### src/trc_pkg.sv
package trc_pkg;

    ////////////////////////////////////////////////////////////
    // basic widths
    ////////////////////////////////////////////////////////////

    localparam int unsigned XLEN  = 32;  // address/data word
    localparam int unsigned GPR_W = 5;   // register index
    localparam int unsigned SIZ_W = 2;   // log2 access size

    typedef logic [XLEN-1:0]  xlen_t;
    typedef logic [GPR_W-1:0] gpr_idx_t;
    typedef logic [SIZ_W-1:0] lsu_siz_t;

    ////////////////////////////////////////////////////////////
    // record layout, packed from bit 0 upward
    ////////////////////////////////////////////////////////////

    localparam int unsigned OFS_LS_DAT = 0;                       // load or store data
    localparam int unsigned OFS_LS_ADR = OFS_LS_DAT + XLEN;
    localparam int unsigned OFS_LS_SIZ = OFS_LS_ADR + XLEN;
    localparam int unsigned OFS_LS_WEN = OFS_LS_SIZ + SIZ_W;      // 1 = store
    localparam int unsigned OFS_LS_EN  = OFS_LS_WEN + 1;
    localparam int unsigned OFS_WB_DAT = OFS_LS_EN + 1;
    localparam int unsigned OFS_WB_IDX = OFS_WB_DAT + XLEN;
    localparam int unsigned OFS_WB_EN  = OFS_WB_IDX + GPR_W;
    localparam int unsigned OFS_INS32  = OFS_WB_EN + 1;           // not compressed
    localparam int unsigned OFS_INS    = OFS_INS32 + 1;
    localparam int unsigned OFS_PC     = OFS_INS + XLEN;          // pc sits on top

    // full record width follows from the fields
    localparam int unsigned REC_W = OFS_PC + XLEN;

    typedef logic [REC_W-1:0] trace_rec_t;

    ////////////////////////////////////////////////////////////
    // buffer and credit sizing
    ////////////////////////////////////////////////////////////

    localparam int unsigned FIFO_DEPTH = 8;  // records
    localparam int unsigned FIFO_AW    = 3;  // pointer width, log2 depth

    // receiver grants this many credits after reset
    localparam int unsigned CREDITS = 4;
    localparam int unsigned CRD_W   = 3;     // counter width, must hold CREDITS

endpackage
### src/trace_top.sv
`timescale 1ns/1ps

module trace_top (
    input  logic                tcb_ifu,     // clock
    input  logic                rst_n,
    // fetch bus
    input  logic                ifu_vld,
    input  logic                ifu_rdy,
    input  trc_pkg::xlen_t      ifu_adr,
    input  trc_pkg::xlen_t      ifu_rdt,
    // load/store bus
    input  logic                lsu_vld,
    input  logic                lsu_rdy,
    input  logic                lsu_wen,
    input  trc_pkg::xlen_t      lsu_adr,
    input  trc_pkg::lsu_siz_t   lsu_siz,
    input  trc_pkg::xlen_t      lsu_wdt,
    input  trc_pkg::xlen_t      lsu_rdt,
    // register write port
    input  logic                gpr_den,
    input  trc_pkg::gpr_idx_t   gpr_did,
    input  trc_pkg::xlen_t      gpr_ddt,
    // trace output
    input  logic                trc_crd,
    output logic                trc_vld,
    output trc_pkg::trace_rec_t trc_rec,
    output logic                overflow
);

    ////////////////////////////////////////////////////////////
    // internal links
    ////////////////////////////////////////////////////////////

    logic                rec_wr;         // monitor -> buffer
    trc_pkg::trace_rec_t rec_dat;
    logic                fifo_rd;        // port pops buffer
    trc_pkg::trace_rec_t fifo_dat;
    logic                fifo_nempty;

    trace_align u_align (
        .tcb_ifu, .rst_n,
        .ifu_vld, .ifu_rdy, .ifu_adr, .ifu_rdt,
        .lsu_vld, .lsu_rdy, .lsu_wen, .lsu_adr, .lsu_siz, .lsu_wdt, .lsu_rdt,
        .gpr_den, .gpr_did, .gpr_ddt,
        .rec_wr,  .rec_dat
    );

    trace_fifo u_fifo (
        .tcb_ifu, .rst_n,
        .rec_wr,  .rec_dat,
        .fifo_rd, .fifo_dat, .fifo_nempty, .overflow
    );

    trace_port u_port (
        .tcb_ifu, .rst_n,
        .fifo_dat, .fifo_nempty, .fifo_rd,
        .trc_crd,  .trc_vld,     .trc_rec
    );

endmodule

### src/trace_port.sv
`timescale 1ns/1ps

module trace_port (
    input  logic                tcb_ifu,    // clock
    input  logic                rst_n,
    // buffer side
    input  trc_pkg::trace_rec_t fifo_dat,
    input  logic                fifo_nempty,
    output logic                fifo_rd,
    // trace output, credit flow control
    input  logic                trc_crd,    // one credit back per pulse
    output logic                trc_vld,
    output trc_pkg::trace_rec_t trc_rec
);

    ////////////////////////////////////////////////////////////
    // credit counter
    ////////////////////////////////////////////////////////////

    logic [trc_pkg::CRD_W-1:0] crd_cnt;
    logic                      crd_any;    // at least one credit held

    assign crd_any = (crd_cnt != '0);
    assign fifo_rd = fifo_nempty & crd_any;

    // credit spent at pop, the send follows one cycle later
    always_ff @(posedge tcb_ifu) begin
        if (!rst_n) begin
            crd_cnt <= trc_pkg::CRD_W'(trc_pkg::CREDITS);
        end else begin
            case ({trc_crd, fifo_rd})
                2'b10:   crd_cnt <= crd_cnt + 1'b1;
                2'b01:   crd_cnt <= crd_cnt - 1'b1;
                default: crd_cnt <= crd_cnt;   // return and spend cancel
            endcase
        end
    end

    ////////////////////////////////////////////////////////////
    // output register
    ////////////////////////////////////////////////////////////

    always_ff @(posedge tcb_ifu) begin
        if (!rst_n) begin
            trc_vld <= 1'b0;
        end else begin
            trc_vld <= fifo_rd;
        end
    end

    always_ff @(posedge tcb_ifu) begin
        if (fifo_rd) begin
            trc_rec <= fifo_dat;   // holds last record while idle
        end
    end

endmodule

### src/trace_fifo.sv
`timescale 1ns/1ps

module trace_fifo (
    input  logic                tcb_ifu,      // clock
    input  logic                rst_n,
    // write side, from monitor
    input  logic                rec_wr,
    input  trc_pkg::trace_rec_t rec_dat,
    // read side, toward port
    input  logic                fifo_rd,
    output trc_pkg::trace_rec_t fifo_dat,
    output logic                fifo_nempty,
    output logic                overflow      // sticky until reset
);

    ////////////////////////////////////////////////////////////
    // storage and pointers
    ////////////////////////////////////////////////////////////

    trc_pkg::trace_rec_t        mem [trc_pkg::FIFO_DEPTH];

    logic [trc_pkg::FIFO_AW-1:0] wr_ptr;
    logic [trc_pkg::FIFO_AW-1:0] rd_ptr;
    logic [trc_pkg::FIFO_AW:0]   cnt;         // occupancy, one extra bit for full

    logic full;
    logic wr_ok;                              // accepted write
    logic rd_ok;                              // accepted read

    assign full  = (cnt == trc_pkg::FIFO_DEPTH);
    assign wr_ok = rec_wr & ~full;            // never stall the core, drop instead
    assign rd_ok = fifo_rd & fifo_nempty;

    always_ff @(posedge tcb_ifu) begin
        if (wr_ok) begin
            mem[wr_ptr] <= rec_dat;
        end
    end

    ////////////////////////////////////////////////////////////
    // control
    ////////////////////////////////////////////////////////////

    always_ff @(posedge tcb_ifu) begin
        if (!rst_n) begin
            wr_ptr   <= '0;
            rd_ptr   <= '0;
            cnt      <= '0;
            overflow <= 1'b0;
        end else begin
            if (wr_ok) wr_ptr <= wr_ptr + 1'b1;   // wraps at depth
            if (rd_ok) rd_ptr <= rd_ptr + 1'b1;
            case ({wr_ok, rd_ok})
                2'b10:   cnt <= cnt + 1'b1;
                2'b01:   cnt <= cnt - 1'b1;
                default: cnt <= cnt;              // both or neither
            endcase
            if (rec_wr && full) begin
                overflow <= 1'b1;                 // record lost
            end
        end
    end

    assign fifo_dat    = mem[rd_ptr];  // head shown during pop
    assign fifo_nempty = (cnt != '0);

endmodule

### src/trace_align.sv
`timescale 1ns/1ps

module trace_align (
    input  logic                tcb_ifu,   // clock
    input  logic                rst_n,
    // fetch bus
    input  logic                ifu_vld,
    input  logic                ifu_rdy,
    input  trc_pkg::xlen_t      ifu_adr,
    input  trc_pkg::xlen_t      ifu_rdt,
    // load/store bus
    input  logic                lsu_vld,
    input  logic                lsu_rdy,
    input  logic                lsu_wen,
    input  trc_pkg::xlen_t      lsu_adr,
    input  trc_pkg::lsu_siz_t   lsu_siz,
    input  trc_pkg::xlen_t      lsu_wdt,
    input  trc_pkg::xlen_t      lsu_rdt,
    // register write port
    input  logic                gpr_den,
    input  trc_pkg::gpr_idx_t   gpr_did,
    input  trc_pkg::xlen_t      gpr_ddt,
    // record out
    output logic                rec_wr,
    output trc_pkg::trace_rec_t rec_dat
);

    ////////////////////////////////////////////////////////////
    // local signals
    ////////////////////////////////////////////////////////////

    logic              ifu_trn;    // fetch transfer this cycle
    logic              lsu_trn;    // load/store transfer this cycle

    // stage 1, cycle after fetch transfer
    logic              s1_vld;
    trc_pkg::xlen_t    s1_adr;     // pc

    // stage 2, two cycles after fetch transfer
    logic              s2_vld;
    trc_pkg::xlen_t    s2_adr;
    trc_pkg::xlen_t    s2_ins;
    logic              s2_ins32;
    logic              s2_ls_en;
    logic              s2_ls_wen;
    trc_pkg::lsu_siz_t s2_ls_siz;
    trc_pkg::xlen_t    s2_ls_adr;
    trc_pkg::xlen_t    s2_ls_wdt;  // store data, held for the record

    // qualified record fields
    trc_pkg::gpr_idx_t wb_idx;
    trc_pkg::xlen_t    wb_dat;
    trc_pkg::xlen_t    ls_dat;

    assign ifu_trn = ifu_vld & ifu_rdy;
    assign lsu_trn = lsu_vld & lsu_rdy;

    ////////////////////////////////////////////////////////////
    // valid chain
    ////////////////////////////////////////////////////////////

    always_ff @(posedge tcb_ifu) begin
        if (!rst_n) begin
            s1_vld   <= 1'b0;
            s2_vld   <= 1'b0;
            s2_ls_en <= 1'b0;
        end else begin
            s1_vld   <= ifu_trn;
            s2_vld   <= s1_vld;
            s2_ls_en <= s1_vld & lsu_trn;  // only a load/store behind a fetch
        end
    end

    ////////////////////////////////////////////////////////////
    // payload pipeline
    ////////////////////////////////////////////////////////////

    always_ff @(posedge tcb_ifu) begin
        s1_adr    <= ifu_adr;              // request phase address
        s2_adr    <= s1_adr;
        s2_ins    <= ifu_rdt;              // response phase, one cycle late
        s2_ins32  <= &ifu_rdt[1:0];        // 2'b11 marks a 32-bit encoding
        // load/store request sits one cycle behind the fetch
        s2_ls_wen <= lsu_wen;
        s2_ls_siz <= lsu_siz;
        s2_ls_adr <= lsu_adr;
        s2_ls_wdt <= lsu_wdt;
    end

    ////////////////////////////////////////////////////////////
    // record assembly
    ////////////////////////////////////////////////////////////

    // unused fields read as zero
    assign wb_idx = gpr_den ? gpr_did : '0;
    assign wb_dat = gpr_den ? gpr_ddt : '0;

    always_comb begin
        if (!s2_ls_en) begin
            ls_dat = '0;
        end else if (s2_ls_wen) begin
            ls_dat = s2_ls_wdt;            // store
        end else begin
            ls_dat = lsu_rdt;              // load data arrives now
        end
    end

    always_comb begin
        rec_dat = '0;
        rec_dat[trc_pkg::OFS_PC     +: trc_pkg::XLEN]  = s2_adr;
        rec_dat[trc_pkg::OFS_INS    +: trc_pkg::XLEN]  = s2_ins;
        rec_dat[trc_pkg::OFS_INS32]                    = s2_ins32;
        rec_dat[trc_pkg::OFS_WB_EN]                    = gpr_den;
        rec_dat[trc_pkg::OFS_WB_IDX +: trc_pkg::GPR_W] = wb_idx;
        rec_dat[trc_pkg::OFS_WB_DAT +: trc_pkg::XLEN]  = wb_dat;
        rec_dat[trc_pkg::OFS_LS_EN]                    = s2_ls_en;
        rec_dat[trc_pkg::OFS_LS_WEN]                   = s2_ls_en & s2_ls_wen;
        rec_dat[trc_pkg::OFS_LS_SIZ +: trc_pkg::SIZ_W] = s2_ls_en ? s2_ls_siz : '0;
        rec_dat[trc_pkg::OFS_LS_ADR +: trc_pkg::XLEN]  = s2_ls_en ? s2_ls_adr : '0;
        rec_dat[trc_pkg::OFS_LS_DAT +: trc_pkg::XLEN]  = ls_dat;
    end

    assign rec_wr = s2_vld;  // one record per fetch

endmodule

### config.mk
export PLATFORM = sky130hd
export DESIGN_NAME = trace_top
export DESIGN_NICKNAME = d
export VERILOG_FILES = /design/src/trc_pkg.sv /design/src/trace_top.sv /design/src/trace_port.sv /design/src/trace_fifo.sv /design/src/trace_align.sv
export SDC_FILE = /design/constraint.sdc
export NUM_CORES = 2
export LEC_CHECK = 0
export BUFFER_PORTS_ARGS = -buffer_cell sky130_fd_sc_hd__buf_4
export CAP_MARGIN = 25
export CORE_MARGIN = 5
export CORE_UTILIZATION = 40
export DETAILED_ROUTE_END_ITERATION = 8
export PLACE_DENSITY = 0.59
export RECOVER_POWER = 100
export SLEW_MARGIN = 10
export SYNTH_ARGS = -nofsm -noshare
export SYNTH_HDL_FRONTEND = slang
export SYNTH_SLANG_ARGS = --single-unit
### constraint.sdc
create_clock -name tcb_ifu -period 19.6 [get_ports tcb_ifu]
set_input_delay 0 -clock tcb_ifu [delete_from_list [all_inputs] [get_ports tcb_ifu]]
set_output_delay 0 -clock tcb_ifu [all_outputs]
set_load 0.03 [all_outputs]
[After elaboration in Yosys (flattened, before gate mapping)]
Memories as Yosys holds them, arrays and structs flattened. A register that Yosys moved wholly into a read port is not among the register bits.
Cells that the tools add are included.
Storage, ports and cells
  logic and storage cells: 53
  output and inout bits: 173
  bits in writable memories: 1368
  register bits: 182
  memories kept: 1
Memory list
  u_fifo.mem: words 8, width 171, read ports 1, clocked after memory_dff 1, write ports 1, RTL line trace_fifo.sv:20  | trc_pkg::trace_rec_t mem [trc_pkg::FIFO_DEPTH];
Operators by class
  $add $sub $neg: 6
  equality and inequality tests: 5
  reduce and logical (&&, ||, !) cells: 6
  mux-type cells: 10
  bitwise logic cells: 8
Operators by type and width (number)
  32-bit 2-to-1 mux: 4
  3-bit by 1-bit adder with 3-bit output, second input constant: 3
  4-bit case mux with 2 select lines: 1
  1-bit bitwise AND: 7
  3-bit case mux with 2 select lines: 1
  5-bit 2-to-1 mux: 1
  4-bit by 1-bit adder with 4-bit output, second input constant: 1
  2-bit by 1-bit equality test with 1-bit output, second input constant: 2
  2-bit equality test, second input constant: 2
  4-bit equality test, second input constant: 1
  2-bit nonzero test: 2
  4-bit nonzero test: 1
  4-bit by 1-bit subtractor with 4-bit output, second input constant: 1
  3-bit nonzero test: 1
  3-bit by 1-bit subtractor with 3-bit output, second input constant: 1
  1-bit 2-to-1 mux: 2
  2-bit 2-to-1 mux: 1
  2-bit AND reduction: 1
  1-bit logical AND: 1
  1-bit NOT: 1

[Logic depth before layout (Yosys ltp)]
  word-level depth: 5
  gate-level depth with buffers: 9
  gate-level depth less buffers: 8

[Modules after synthesis]
A second synthesis with hierarchy kept.
Second synthesis, totals
  cells, all modules: 2570
  area total of the unflattened synthesis: 61975.7 sq um
By module, submodules not included
  trace_fifo: cells an instance 2054, times used 1, area an instance 52163.8 sq um
  trace_port: cells an instance 192, times used 1, area an instance 5332.6 sq um
  trace_align: cells an instance 324, times used 1, area an instance 4479.3 sq um

[Worst setup path after synthesis]
Ideal clock, no wire load.
  kind: register to register
  start: reg u_fifo.cnt[0] in the netlist's numbering
  end: mem u_fifo.mem[0][0] in the netlist's numbering, enable pin
  cell stages (with the launch flop): 5
  setup slack: 1604 ps
  required time: 18480 ps
  data arrival time: 16876 ps
  period minus slack after synthesis: 17996 ps
  cells stage by stage: dfxtp_1 -> or4b_1 -> clkbuf_1 -> nand2_2 -> nor4_1
Between the ends
  cells in the longest elaborated chain, start to end: 5
RTL lines
  from (decl): RTL line trace_fifo.sv:24  | logic [trc_pkg::FIFO_AW:0] cnt;
  from (signal assigned): RTL line trace_fifo.sv:54  | 2'b10: cnt <= cnt + 1'b1;
  from (signal assigned): RTL line trace_fifo.sv:55  | 2'b01: cnt <= cnt - 1'b1;
  from (signal assigned): RTL line trace_fifo.sv:56  | default: cnt <= cnt;
  4-bit equality test: RTL line trace_fifo.sv:30  | assign full = (cnt == trc_pkg::FIFO_DEPTH);
  1-bit NOT: RTL line trace_fifo.sv:31  | assign wr_ok = rec_wr & ~full;
  1-bit bitwise AND: RTL line trace_fifo.sv:31
  1-bit 2-to-1 mux: RTL line trace_fifo.sv:35  | if (wr_ok) begin
  1-bit 2-to-1 mux (not written as such): RTL line trace_fifo.sv:36  | mem[wr_ptr] <= rec_dat;
  to (decl): RTL line trace_fifo.sv:20
Every way passes these cells.

==> summary.md <==
| Metric | Value |
|---|---|
| Sink Count | ~1700 |
| GRT overflow | 0 |
| Placed cell count | ~4900 |
| Synth Instances | 2564 |
| Crit path from | u_fifo.rd_ptr[0] |
| Max_cap viols | just over 40 |
| Via count | between 20000 and 30000 |
| Slowest stage cell, crit path | clkbuf_1 |
| Post-route ant nets | 0 |
| CP peak stage delay | 2110 ps |
| Yosys top cell area share | between 70 and 80% |
| Total Wirelength | roughly 140000 um |
| Avg Inst Size Synth | about 24 um^2 |
| Final setup TNS | 0 ps |
| IO Port Bufs | 380 |
| CTS Root Cell | clkbuf_16 |
| Vias in the first global route | between 30000 and 40000 |
| Critical path fanouts, max | approximately 110 |
| Final #Nets | ~3600 |
| Ys Warns | 0 |
| Failing checks | max-capacitance violations, max-slew violations |
| DRC | 0 |
| Post-CTS setup buffers | 0 |
| Largest net degree at the start of global routing | around 130 |
| Core footprint | about 150000 um^2 |
| Worst Hold Class | primary input to flip-flop |
| Share of cells above drive strength 1 | 26.95% |
| FF-to-FF Start | u_fifo.rd_ptr[0] |
| Worst VDD drop | around 0.13 mV |
| Yosys cell types | 31 |
| Crit path buffers/inverters | 5 |
| Top_reg_cell synth | edfxtp_1 |
| Crit path kind | flip-flop to flip-flop |
| Total GRT Usage | 17.00% |
| FF+latch count, synth | about 1700 |
| GP Congestion | ~0.7 |
| Commonest non-fill, non-tap cell in the layout | edfxtp_1 |
| Cell mode on critical path | clkbuf_1 |
| Die Height | roughly 400 um |
| WP data required | 20150 ps |
| CP top delay family | buffers and inverters |
| Crit. End Element | flip-flop |
| Net Count, Synth | 2780 |
| Clock latency on the worst-skew pair | between 700 and 800 ps |
| Period utilization | 51.59% |
| WP data arrival | 10660 ps |
| Most frequent cells in the layout | 1539 x edfxtp_1, 342 x mux4_2, 339 x dlygate4sd3_1, 272 x clkbuf_1, 179 x dfxtp_1 |
| Endpoints failing setup | 0 |
| Fmax | 98.90 MHz |
| Clk_skew | 28.98 ps |
| Pwr dens | approximately 130 nW/um^2 |
| Area Growth Syn to Fin | 21.85% |
| CTS H-tree lvls | 4 |
| Drt initial violations | 1923 |
| Drt pass-1 iters | 5 |
| Wire length per cell | around 25 um |
| Post-synth EDFFs | approximately 1500 |
| Sequential element share of the synthesized area | slightly above 80% |
| Die area | approximately 160000 um^2 |
| Lkg Pwr | 24.29 nW |
| Hpwl dp | between 70000 and 80000 um |
| Synthesized area | around 62000 um^2 |
| Initial cell density of the core | between 40% and 50% |
| Largest area contributor in the netlist | edfxtp_1 |
| Crit-path cells | buf_12, clkbuf_1, clkbuf_1, clkbuf_1, clkbuf_1, mux4_2, mux2_2 |
| Unrepaired setup endpoints after global routing | false |
| PostCTS Resize Cnt | 0 |
| Rel. slew slack | -534.9% |
| First-pass GRT wire length | roughly 200000 um |
| Worst-path clk slew | approximately 60 ps |
| CTS Buffer Depth | 3 |
| Post-synth ARST share | 0% |
| Slew Limit Fails | 1894 |
| Worst slew pin tran | 9523 ps |
| Initial antenna violation count | 7 |
| Cell Rows | between 100 and 150 |
| Post-layout min period | between 10000 and 15000 ps |
| Vias per Instance | around 5 |
| Chip width | roughly 400 um |
| Final hold vios | 0 |
| Final Non-Filler Cells | roughly 5600 |
| CP Launch Type | flip-flop |
| CTS tree | built |
| I/O Pins | around 380 |
| CTS Buf Count | ~180 |
| Status | finished with violations |
| Synth top area cells | edfxtp_1 75%, mux4_2 12%, dfxtp_1 5.9% |
| Critical hold path startpoint | lsu_rdt[20] |
-- stage by stage --
step | hold slack [ps] | instance area [um^2] | setup slack (ps) | total power, W | util, %
CTS | 8.327 | 76160 | 14730 | 0.01003 | 49.55
finish | 93.80 | 75160 | 9488 | 0.009762 | 48.91
floorplan | 27.72 | 61680 | 1604 | 0.005996 | -
global route | 129.5 | 75160 | 7820 | 0.01019 | 48.90
detailed placement | 105.5 | 67020 | 14790 | 0.006680 | 43.61
global placement | 104.1 | 66880 | 14850 | 0.006634 | 43.52
-- per-layer routing --
| layer | GRT usage [%] | up-vias | wire (um) |
|---|---|---|---|
| met3 | 3.420 | 176 | 7092 |
| li1 | - | 12333 | - |
| met4 | 4.944 | 0 | 3350 |
| met2 | 29.22 | 720 | 71180 |
| met1 | 22.03 | 15113 | 56800 |
| met5 | 0 | - | 0 |
-- cells by family after synthesis --
| group | count (synthesis) | share of synthesized area [%] |
|---|---|---|
| DFF | 1721 | 80.83 |
| and+or+nand+nor | 152 | 1.465 |
| buffers and inverters | 119 | 1.148 |
| AOI/OAI and AO/OA | 8 | 0.07709 |
| adders and majority gates | 8 | 0.1866 |
| xor gates and xnor gates | 7 | 0.09940 |
| muxes | 549 | 16.19 |
-- layout make-up --
type	instances	area, um^2
well taps	2044	2557
clock buffers	243	4878
repair buffers	768	5834
inverters	8	30.03
clock inverters	87	877.1
diodes	2	5.005
fillers	12314	78530
multi-input cells	724	11110
flip-flops and latches	1721	49870
-- worst min-delay path, stage by stage --
cell	delay, ps
buf_4	80
mux2i_1	170
nor2b_1	420
-- synth_stat cells (2+ instances only) --
library cell	count
nor2_1	8
nand3_1	4
fa_1	2
xor2_1	3
buf_1	12
ha_1	6
edfxtp_1	1539
nand2_1	8
mux2_2	171
and3_1	2
nand2b_1	4
buf_6	30
nor2b_1	33
inv_1	8
nor4_1	2
o21ai_0	4
mux2i_1	36
buf_2	29
mux4_2	342
xnor2_1	4
clkbuf_1	40
nor3_1	5
and2_1	83
dfxtp_1	182
-- registers in the layout, indices dropped and copies added (netlist names), 3 cells and up --
| register | flops |
|---|---|
| u_fifo.rd_ptr | 3 |
| u_fifo.cnt | 4 |
| u_align.s2_ins | 32 |
| u_align.s2_adr | 32 |
| u_fifo.mem | 1368 |
| u_align.s2_ls_wdt | 32 |
| u_align.s1_adr | 32 |
| u_port.trc_rec | 171 |
| u_align.s2_ls_adr | 32 |
| u_port.crd_cnt | 3 |
| u_fifo.wr_ptr | 3 |
-- power by group --
group          leakage [nW]  total, W  internal [W]  switching [W]
clock network          2.81   0.00327       0.00189        0.00138
logic                  5.74   0.00194      0.000793        0.00115
registers              15.7   0.00455       0.00437       0.000175
-- timing repair --
item | in CTS | in global routing
endpoints found under the setup margin | 0 | 0
hold buffers | 338 | 1
hold endpoints to repair | 659 | 8
-- worst paths after layout --
kind / to / cells after the start / slack, ps
setup / recovery: u_port.trc_rec[96] / 7 / 9490
hold / removal: u_fifo.mem[2][20] / 3 / 90
setup reg to reg: u_port.trc_rec[96] / 7 / 9490
hold reg to reg: u_align.s2_adr[29] / 0 / 330
No activity file was read; power rests on OpenSTA's default activity.
